## src/verilog/eval_cfg.svh

```systemverilog
// Sizes, latencies and piece values in centipawns. Kings score 0.
// MAX_DEPTH_LOG2 must be log2 of MAX_DEPTH.
`ifndef EVAL_CFG_SVH
`define EVAL_CFG_SVH

`define BOARD_WIDTH    256   // 64 squares of 4 bits.
`define MAX_DEPTH      16    // Plies with killer slots.
`define MAX_DEPTH_LOG2 4
`define EVAL_WIDTH     16    // Signed score.
`define TERM_LATENCY   4     // Cycles from board_valid edge to term valid.

// Middlegame and endgame piece values.
`define PAWN_MG        82
`define PAWN_EG        94
`define KNIGHT_MG      337
`define KNIGHT_EG      281
`define BISHOP_MG      365
`define BISHOP_EG      297
`define ROOK_MG        477
`define ROOK_EG        512
`define QUEEN_MG       1025
`define QUEEN_EG       936

`endif

```

## src/verilog/eval_pkg.sv

```systemverilog
// Types shared by the evaluators. Widths come from eval_cfg.svh.
`include "eval_cfg.svh"

package eval_pkg;

   typedef logic [`BOARD_WIDTH-1:0] board_t;          // 64 squares, square 0 in bits 3:0.
   typedef logic [`MAX_DEPTH_LOG2-1:0] ply_t;
   typedef logic signed [`EVAL_WIDTH-1:0] score_t;    // Positive favours White.
   typedef logic [3:0] piece_t;                       // Bit 3 black, bits 2:0 type.

   // Result valid generator states.
   typedef enum logic [1:0]
   {
      IDLE,
      COUNT,
      HOLD
   } latency_state_t;

endpackage

```

## src/verilog/eval_combine.sv

```systemverilog
// Terms must stay stable while their valids are high. The sum wraps
// at EVAL_WIDTH.
`timescale 1ns/1ns

module eval_combine
(
   input  logic             clk,
   input  logic             arst_n,
   input  logic             clear_eval,
   input  eval_pkg::score_t killer_mg,
   input  eval_pkg::score_t killer_eg,
   input  logic             killer_valid,
   input  eval_pkg::score_t material_mg,
   input  eval_pkg::score_t material_eg,
   input  logic             material_valid,
   output eval_pkg::score_t eval_mg,
   output eval_pkg::score_t eval_eg,
   output logic             eval_valid
);

   logic both_valid;

   assign both_valid = killer_valid && material_valid;

   always_ff @(posedge clk or negedge arst_n)
   begin
      if (!arst_n)
         eval_valid <= 1'b0;
      else if (clear_eval)
         eval_valid <= 1'b0;   // Clear wins over a late term valid.
      else if (both_valid)
         eval_valid <= 1'b1;
   end

   always_ff @(posedge clk)
   begin
      if (both_valid)
      begin
         eval_mg <= killer_mg + material_mg;
         eval_eg <= killer_eg + material_eg;
      end
   end

endmodule

```

## config.mk

```make
export PLATFORM = sky130hd
export DESIGN_NAME = eval_combine
export DESIGN_NICKNAME = d
export VERILOG_FILES = /design/src/verilog/eval_pkg.sv /design/src/verilog/eval_combine.sv
export VERILOG_INCLUDE_DIRS = /design/src /design/src/verilog
export SDC_FILE = /design/constraint.sdc
export NUM_CORES = 1
export LEC_CHECK = 0
export BUFFER_PORTS_ARGS = -buffer_cell sky130_fd_sc_hd__buf_2
export CORE_AREA = 2 2 78 80
export DETAILED_ROUTE_END_ITERATION = 8
export DIE_AREA = 0 0 80 82
export PLACE_DENSITY = 0.74
export RECOVER_POWER = 50
export SLEW_MARGIN = 15
export SYNTH_ARGS = -nofsm -noshare
export SYNTH_HDL_FRONTEND = slang
export SYNTH_SLANG_ARGS = --single-unit
```

## constraint.sdc

```tcl
create_clock -name clk -period 1.7 [get_ports clk]
set_input_delay 0 -clock clk [delete_from_list [all_inputs] [get_ports clk]]
set_output_delay 0 -clock clk [all_outputs]
set_load 0.01 [all_outputs]
```

Word-level counts from Yosys, hierarchy flattened
Cells that the tools add are included.

Add/subtract/negate cells: 2. Reduce and logical (&&, ||, !) cells: 2. Multiplexer cells: 2.

Operators with widths (number): $add A16 B16 Y16 (2); $mux W1 (2); $reduce_bool A2 Y1 (1); $logic_and A1 B1 Y1 (1).

Input port bits: 69. Output and inout bits: 33. Bits in registers: 33. Logic and storage cells: 9.

Longest topological paths before layout
Gate-level depths: netlist of run 1.

Depth in word-level cells: 3. Depth in mapped cells: 7. Mapped depth without buffers: 7.

Least setup slack after synthesis of run 1
OpenSTA, ideal clock, no wires.

Path type: input-to-reg. Start point: in killer_mg[0]. End point: reg eval_mg[14] (data pin). Buffers on the path: 0. Arrival time: 1481 ps. Slack: -47 ps. Stages on the path: 7. Cells stage by stage: ha_1 -> fa_1 -> a21o_2 -> nand3_1 -> a21o_1 -> nor3_1 -> or3_1.

Word-level cells in the longest chain between the ends: 1.

Ends and longest elaborated chain: start: declaration (line eval_combine.sv:10) `input eval_pkg::score_t killer_mg,`; $add A16 B16 Y16 (line eval_combine.sv:39) `eval_mg <= killer_mg + material_mg;`; end signal: assignment (line eval_combine.sv:39); end: declaration (line eval_combine.sv:16) `output eval_pkg::score_t eval_mg,`.

No other way between the ends. A chain may end at the register's enable or synchronous reset.

Worst setup path in the final report of run 1
Ends and elaborated chain as after synthesis.

==> results of run 1 <==
area by class of cell:
cell class	count	area, sq um	area share, %
Timing Repair Buffer	136	758.2	21.98
Inverter	4	15.01	0.4353
Clock inverter	2	33.78	0.9793
Multi-Input combinational cell	196	1490	43.20
Clock buffer	6	72.57	2.104
Sequential cell	33	985.9	28.58
Tap cell	75	93.84	2.720
timing repair:
item / in CTS / in global routing
setup endpoints to repair: 0 / 1
resized for setup: 0 / 1
hold buffers: 3 / 0
hold endpoints to repair: 3 / 0
routing by layer:
layer	up-vias	GRT usage, %
met3	8	2.637
li1	1193	-
met5	-	0
met2	56	34.25
met1	1060	18.21
met4	0	6.949
cells in the mapped netlist (all sizes together), types with 2 or more instances:
cell    count
or3         3
a21o       11
clkbuf      5
a211oi      4
nand3b      2
fa          2
inv         4
nand2      15
a211o       2
a31oi       3
buf         4
a311oi      2
nor3        6
a21oi      23
o211ai      9
nand3      12
o221ai      2
ha         30
edfxtp     32
o21ai       9
xor2       11
o21bai      2
and2        3
nor2b       3
xnor2      12
nand4       3
nor2       15
final timing paths:
path / startpoint / endpoint / slack, ns / depth (start not counted)
worst min-delay path: arst_n / eval_valid / 0.02 / 2
min in group clk: material_mg[0] / eval_mg[0] / 0.02 / 2
worst min register to register: eval_valid / eval_valid / 0.50 / 2
worst max register to register: eval_valid / eval_valid / 1.06 / 2
max in group asynchronous: arst_n / eval_valid / 1.60 / 2
worst max-delay path: killer_mg[0] / eval_mg[14] / 0.08 / 8
registers in the layout, indices dropped and copies added (netlist names):
signal      cells
eval_eg        16
eval_valid      1
eval_mg        16
metrics by stage:
stage               instance area, sq um  cells  setup WS, ns
floorplan                           2530    242       0.01384
global route                        3450    452      0.002884
CTS                                 3466    452       0.06387
finish                              3450    452       0.08216
detailed placement                  3329    441       -0.2412
global placement                    3329    441       -0.1904
critical path, stage by stage:
cell	delay, ns
buf_2	0.10
ha_1	0.22
fa_2	0.37
a21o_2	0.22
nand3_1	0.12
a21o_1	0.20
nor3_1	0.06
or3_1	0.35
cells by family after synthesis:
kind of cell | Yosys count | share of synthesized area (%)
and+or+nand+nor | 66 | 13.33
adders and majority gates | 32 | 16.45
AOI/OAI and AO/OA | 74 | 20.61
DFF | 33 | 39.05
buffers and inverters | 13 | 2.180
muxes | 1 | 0.3964
xor gates and xnor gates | 23 | 7.978
power by group:
part / internal (W) / leakage, nW / switching (W) / total [W]
clock: 0.000432 / 0.0528 / 0.000259 / 0.000691
sequential: 0.00102 / 0.314 / 0.0000176 / 0.00104
combinational: 0.000440 / 1.19 / 0.000459 / 0.000899
==> impl_results.rst, run 1 <==
.. list-table::
   :header-rows: 1

   * - Metric
     - Value
   * - Via count of the first global-routing pass
     - 2,216
   * - Maximum fanout encountered on the critical timing path
     - 3
   * - Total standard cell area after synthesis
     - 2525 sq um
   * - Status
     - finished, final reports clean
   * - VDD IR max
     - 0.4019 mV
   * - Fraction of final layout cells with drive strength greater than 1
     - 36.60%
   * - Via density
     - 5.126
   * - Antenna Cells
     - 0
   * - Total negative slack for setup checks
     - 0 ns
   * - Syn Area/Cell
     - 10.43 sq um
   * - Actual transition at the worst max-transition pin
     - 0.7497 ns
   * - Portion of synthesized cell area occupied by the leading cell type
     - 38.06%
   * - Input/output buffers
     - 101
   * - Number of vias after detailed routing
     - 2,317
   * - Area delta synth->final
     - 36.62%
   * - Number of instances in the synthesized netlist
     - 242
   * - Number of hold violations in the final report
     - 0
   * - Most used cells in the layout excluding fill and tap cells
     - buf_2 (89), edfxtp_1 (32), buf_4 (31)
   * - Share of the clock period used by the worst path after layout
     - 95.17%
   * - Fill cell total of the finished layout
     - 510
   * - Post-route met1 wirelength
     - 2138 um
   * - Max Clock Freq
     - 618.1 MHz
   * - Final-layout worst hold slack
     - 0.01553 ns
   * - Setup repair after global routing missed its margin
     - no
   * - Final layout net count
     - 477
   * - Async S/R FF share, synth
     - 3.030%
   * - CORE AREA
     - 5746 sq um
   * - Number of register bits inferred by synthesis
     - 33
   * - Syn Nets
     - 343
   * - Power Density
     - 761.9 nW/um^2
   * - Time the final worst path needs with I/O delays and setup
     - 1.618 ns
   * - Height of the die
     - 82 um
   * - Met2 wire len
     - 3040 um
   * - Aggregate global-route resource usage
     - 17.33%
   * - Maximum clock insertion buffer count
     - 2
   * - Final routed wire length divided by cell count
     - 12.21 um
   * - Highest routing layer actually used
     - met4
   * - Routability cong.
     - 0.8476
   * - DIE WIDTH
     - 80 um
   * - Most used flip-flop cell after synthesis
     - edfxtp_1
   * - Post-Route WL
     - 5519 um
   * - CP Data Arrival Time
     - 1.64 ns
   * - Type of the worst setup path
     - in -> reg
   * - Largest net degree at the start of global routing
     - 34
   * - Number of setup buffers added after CTS
     - 0
   * - CTS tree
     - yes
   * - Final count of negative-setup-slack endpoints
     - 0
   * - Root buffer cell
     - clkbuf_8
   * - Worst relative slew slack
     - 50.02%
   * - Global-route wire length before repair
     - 8990 um
   * - Critical path data required time
     - 1.73 ns
   * - Metal3 WL
     - 250 um
   * - Clk_lat worst skew
     - 0.28 ns
   * - Count of unresolved DRC violations after routing
     - 0
   * - Syn. warnings
     - 0
   * - Area of the die
     - 6560 sq um
   * - Reg clk slew, reported paths
     - 0.06 ns
   * - TritonCTS sink count
     - 33
   * - Portion of the post-synthesis area used by sequential elements
     - 39.05%
   * - Library cell with the largest summed area after synthesis
     - edfxtp_1
   * - Cell Rows
     - 28
   * - Number of max-cap violations
     - 0
   * - Total CTS buffers
     - 5
   * - Number of max-slew violations in the final report
     - 0
   * - H-tree Lvls
     - 2
   * - Count of nets left with antenna violations after detail routing
     - 0
   * - Number of iterations in the first detailed-routing pass
     - 4
   * - Number of violations reported at the end of detailed-routing iteration 0
     - 60
   * - Total power of the final layout
     - 0.002628 W
   * - Final core occ
     - 60.04%
   * - Number of enable-type register cells in the synthesized netlist
     - 32
   * - Min-delay worst type
     - in -> async
   * - Critical path capture point type
     - register
   * - Number of antenna violations at the first check in global routing
     - 0
   * - Detailed placer's ending HPWL
     - 4597 um
   * - Count of boundary I/O pins
     - 102
   * - Cell types with the largest area share after synthesis
     - edfxtp_1 (38%), ha_1 (15%), a21oi_1 (4.6%), xnor2_1 (4.2%), xor2_1 (3.8%)
   * - CP startpoint kind
     - input pin
   * - Congestion Overflow GR
     - 0
   * - Starting density of the core
     - 43.95%
   * - Netlist cell types
     - 49
   * - Standby leakage power
     - 1.554 nW
   * - Worst-case clock skew
     - 0 ns
   * - Most common cell after layout, fill and taps aside
     - buf_2
(Power assumes the default switching activity.)
==> run 2: changes to the inputs <==
--- a/config.mk
+++ b/config.mk
@@ -7,10 +7,12 @@
 export NUM_CORES = 1
 export LEC_CHECK = 0
 export BUFFER_PORTS_ARGS = -buffer_cell sky130_fd_sc_hd__buf_2
-export CORE_AREA = 2 2 78 80
+export CELL_PAD_IN_SITES_DETAIL_PLACEMENT = 1
+export CELL_PAD_IN_SITES_GLOBAL_PLACEMENT = 1
+export CORE_AREA = 2 2 84 86
 export DETAILED_ROUTE_END_ITERATION = 8
-export DIE_AREA = 0 0 80 82
-export PLACE_DENSITY = 0.74
+export DIE_AREA = 0 0 86 88
+export PLACE_DENSITY_LB_ADDON = 0.1
 export RECOVER_POWER = 50
 export SLEW_MARGIN = 15
 export SYNTH_ARGS = -nofsm -noshare
==> impl_results.rst, run 2 (synthesized netlist as in run 1, its figures left out) <==
.. list-table::
   :header-rows: 1

   * - Metric
     - Value
   * - Minimum setup slack after placement
     - -0.2185 ns
   * - Worst-case clock skew
     - 0 ns
   * - VDD IR max
     - 0.3236 mV
   * - Reg clk slew, reported paths
     - 0.08 ns
   * - Power Density
     - 739.5 nW/um^2
   * - Number of max-slew violations in the final report
     - 0
   * - Psw
     - 0.0008040 W
   * - Final core occ
     - 52.05%
   * - Share of total power in combinational logic
     - 36.3%
   * - Setup repair after global routing missed its margin
     - no
   * - Area of the die
     - 7568 sq um
   * - Final routed wire length divided by cell count
     - 14.56 um
   * - Placed Instances
     - 451
   * - Final-layout worst hold slack
     - 0.009356 ns
   * - Number of max-cap violations
     - 0
   * - Number of violations reported at the end of detailed-routing iteration 0
     - 44
   * - Min-delay worst type
     - in -> reg
   * - Total CTS buffers
     - 5
   * - Most used cells in the layout excluding fill and tap cells
     - buf_2 (90), buf_4 (35), edfxtp_1 (32)
   * - Count of unresolved DRC violations after routing
     - 0
   * - Maximum fanout encountered on the critical timing path
     - 5
   * - Area delta synth->final
     - 36.97%
   * - DIE WIDTH
     - 86 um
   * - Number of standard cells in the final layout excluding fillers
     - 461
   * - Via count of the first global-routing pass
     - 2,369
   * - Routability cong.
     - 0.8023
   * - Number of setup buffers added after CTS
     - 0
   * - Post-Route WL
     - 6711 um
   * - Fraction of power spent switching nets
     - 31.44%
   * - Count of boundary I/O pins
     - 102
   * - Share of the clock period used by the worst path after layout
     - 92.28%
   * - Part of the total power dissipated in the clock network
     - 22.9%
   * - Max Clock Freq
     - 637.5 MHz
   * - Count of nets left with antenna violations after detail routing
     - 0
   * - Number of antenna violations at the first check in global routing
     - 0
   * - Final layout net count
     - 481
   * - Fraction of final layout cells with drive strength greater than 1
     - 37.80%
   * - Detailed placer's ending HPWL
     - 5501 um
   * - Final count of negative-setup-slack endpoints
     - 0
   * - Starting density of the core
     - 38.00%
   * - Clk_lat worst skew
     - 0.27 ns
   * - Number of hold violations in the final report
     - 0
   * - Worst relative slew slack
     - 7.020%
   * - Via density
     - 5.252
   * - CP Data Arrival Time
     - 1.60 ns
   * - Status
     - finished, final reports clean
   * - Antenna Cells
     - 0
   * - Critical path capture point type
     - register
   * - CTS tree
     - yes
   * - Type of the worst setup path
     - in -> reg
   * - Fin worst setup slack
     - 0.1313 ns
   * - TritonCTS sink count
     - 33
   * - Largest net degree at the start of global routing
     - 25
   * - Actual transition at the worst max-transition pin
     - 1.395 ns
   * - Standby leakage power
     - 1.560 nW
   * - Cell internal power dissipation
     - 0.001753 W
   * - Height of the die
     - 88 um
   * - Cell Rows
     - 30
   * - Most common cell after layout, fill and taps aside
     - buf_2
   * - Root buffer cell
     - clkbuf_8
   * - Global-route wire length before repair
     - 10,810 um
   * - Input/output buffers
     - 101
   * - Time the final worst path needs with I/O delays and setup
     - 1.569 ns
   * - Number of iterations in the first detailed-routing pass
     - 4
   * - Number of vias after detailed routing
     - 2,421
   * - Congestion Overflow GR
     - 0
   * - CORE AREA
     - 6644 sq um
   * - CP startpoint kind
     - input pin
   * - Largest registers
     - eval_eg x16, eval_mg x16, eval_valid x1
   * - Critical path data required time
     - 1.73 ns
   * - H-tree Lvls
     - 2
   * - Aggregate global-route resource usage
     - 17.89%
   * - Maximum clock insertion buffer count
     - 2
   * - Reg power frac
     - 40.7%
## run 2: layer usage
metal	up-vias	part of all wire [%]	GRT usage, %
met2	72	49	31.85
met1	1146	44	21.62
li1	1201	-	-
met4	0	0.49	3.896
met3	2	7.2	4.901
met5	-	0	0
## run 2: path summary, 6_finish.rpt
check / from / endpoint / slack, ns / cells after the start
setup / recovery: killer_mg[0] / eval_mg[9] / 0.13 / 8
hold / removal: material_eg[0] / eval_eg[0] / 0.009 / 2
setup reg to reg: eval_valid / eval_valid / 1.05 / 2
hold reg to reg: eval_valid / eval_valid / 0.51 / 2
max in group asynchronous: arst_n / eval_valid / 1.57 / 2
min in group asynchronous: arst_n / eval_valid / 0.05 / 2
## run 2: what timing repair did
item	CTS	global route
gates resized for setup	0	1
endpoints found under the hold margin	2	0
hold buffers	2	0
setup endpoints to repair	0	1
## run 2: final cells by class
| type | instances | area [sq um] |
|---|---|---|
| fillers | 815 | 3186 |
| multi-input cells | 196 | 1493 |
| flip-flops and latches | 33 | 985.9 |
| repair buffers | 140 | 782.0 |
| well taps | 80 | 100.1 |
| clock buffers | 6 | 72.57 |
| inverters | 4 | 15.01 |
| clock inverters | 2 | 10.01 |
## run 2: power by group through the flow
stage                     clock network (W)  logic [W]  registers (W)
after global routing               0.000630    0.00104        0.00105
after detailed placement                  0   0.000940        0.00106
final                              0.000587   0.000929        0.00104
after floorplan                           0   0.000500        0.00111
after CTS                          0.000607   0.000950        0.00104
after global placement                    0   0.000913        0.00106
## run 2: stage by stage
step | TNS (ns) | total power [W] | area [sq um]
floorplan | 0 | 0.001607 | 2530
global placement | -1.413 | 0.001968 | 3373
detailed placement | -1.932 | 0.001998 | 3373
CTS | 0 | 0.002597 | 3476
global route | 0 | 0.002721 | 3458
finish | 0 | 0.002557 | 3458
## run 2: worst max-delay path: stages
cell	delay (ns)
buf_2	0.10
ha_2	0.19
buf_4	0.14
a211oi_1	0.29
o21ai_1	0.14
a31oi_2	0.37
nor3_1	0.09
a311o_1	0.28
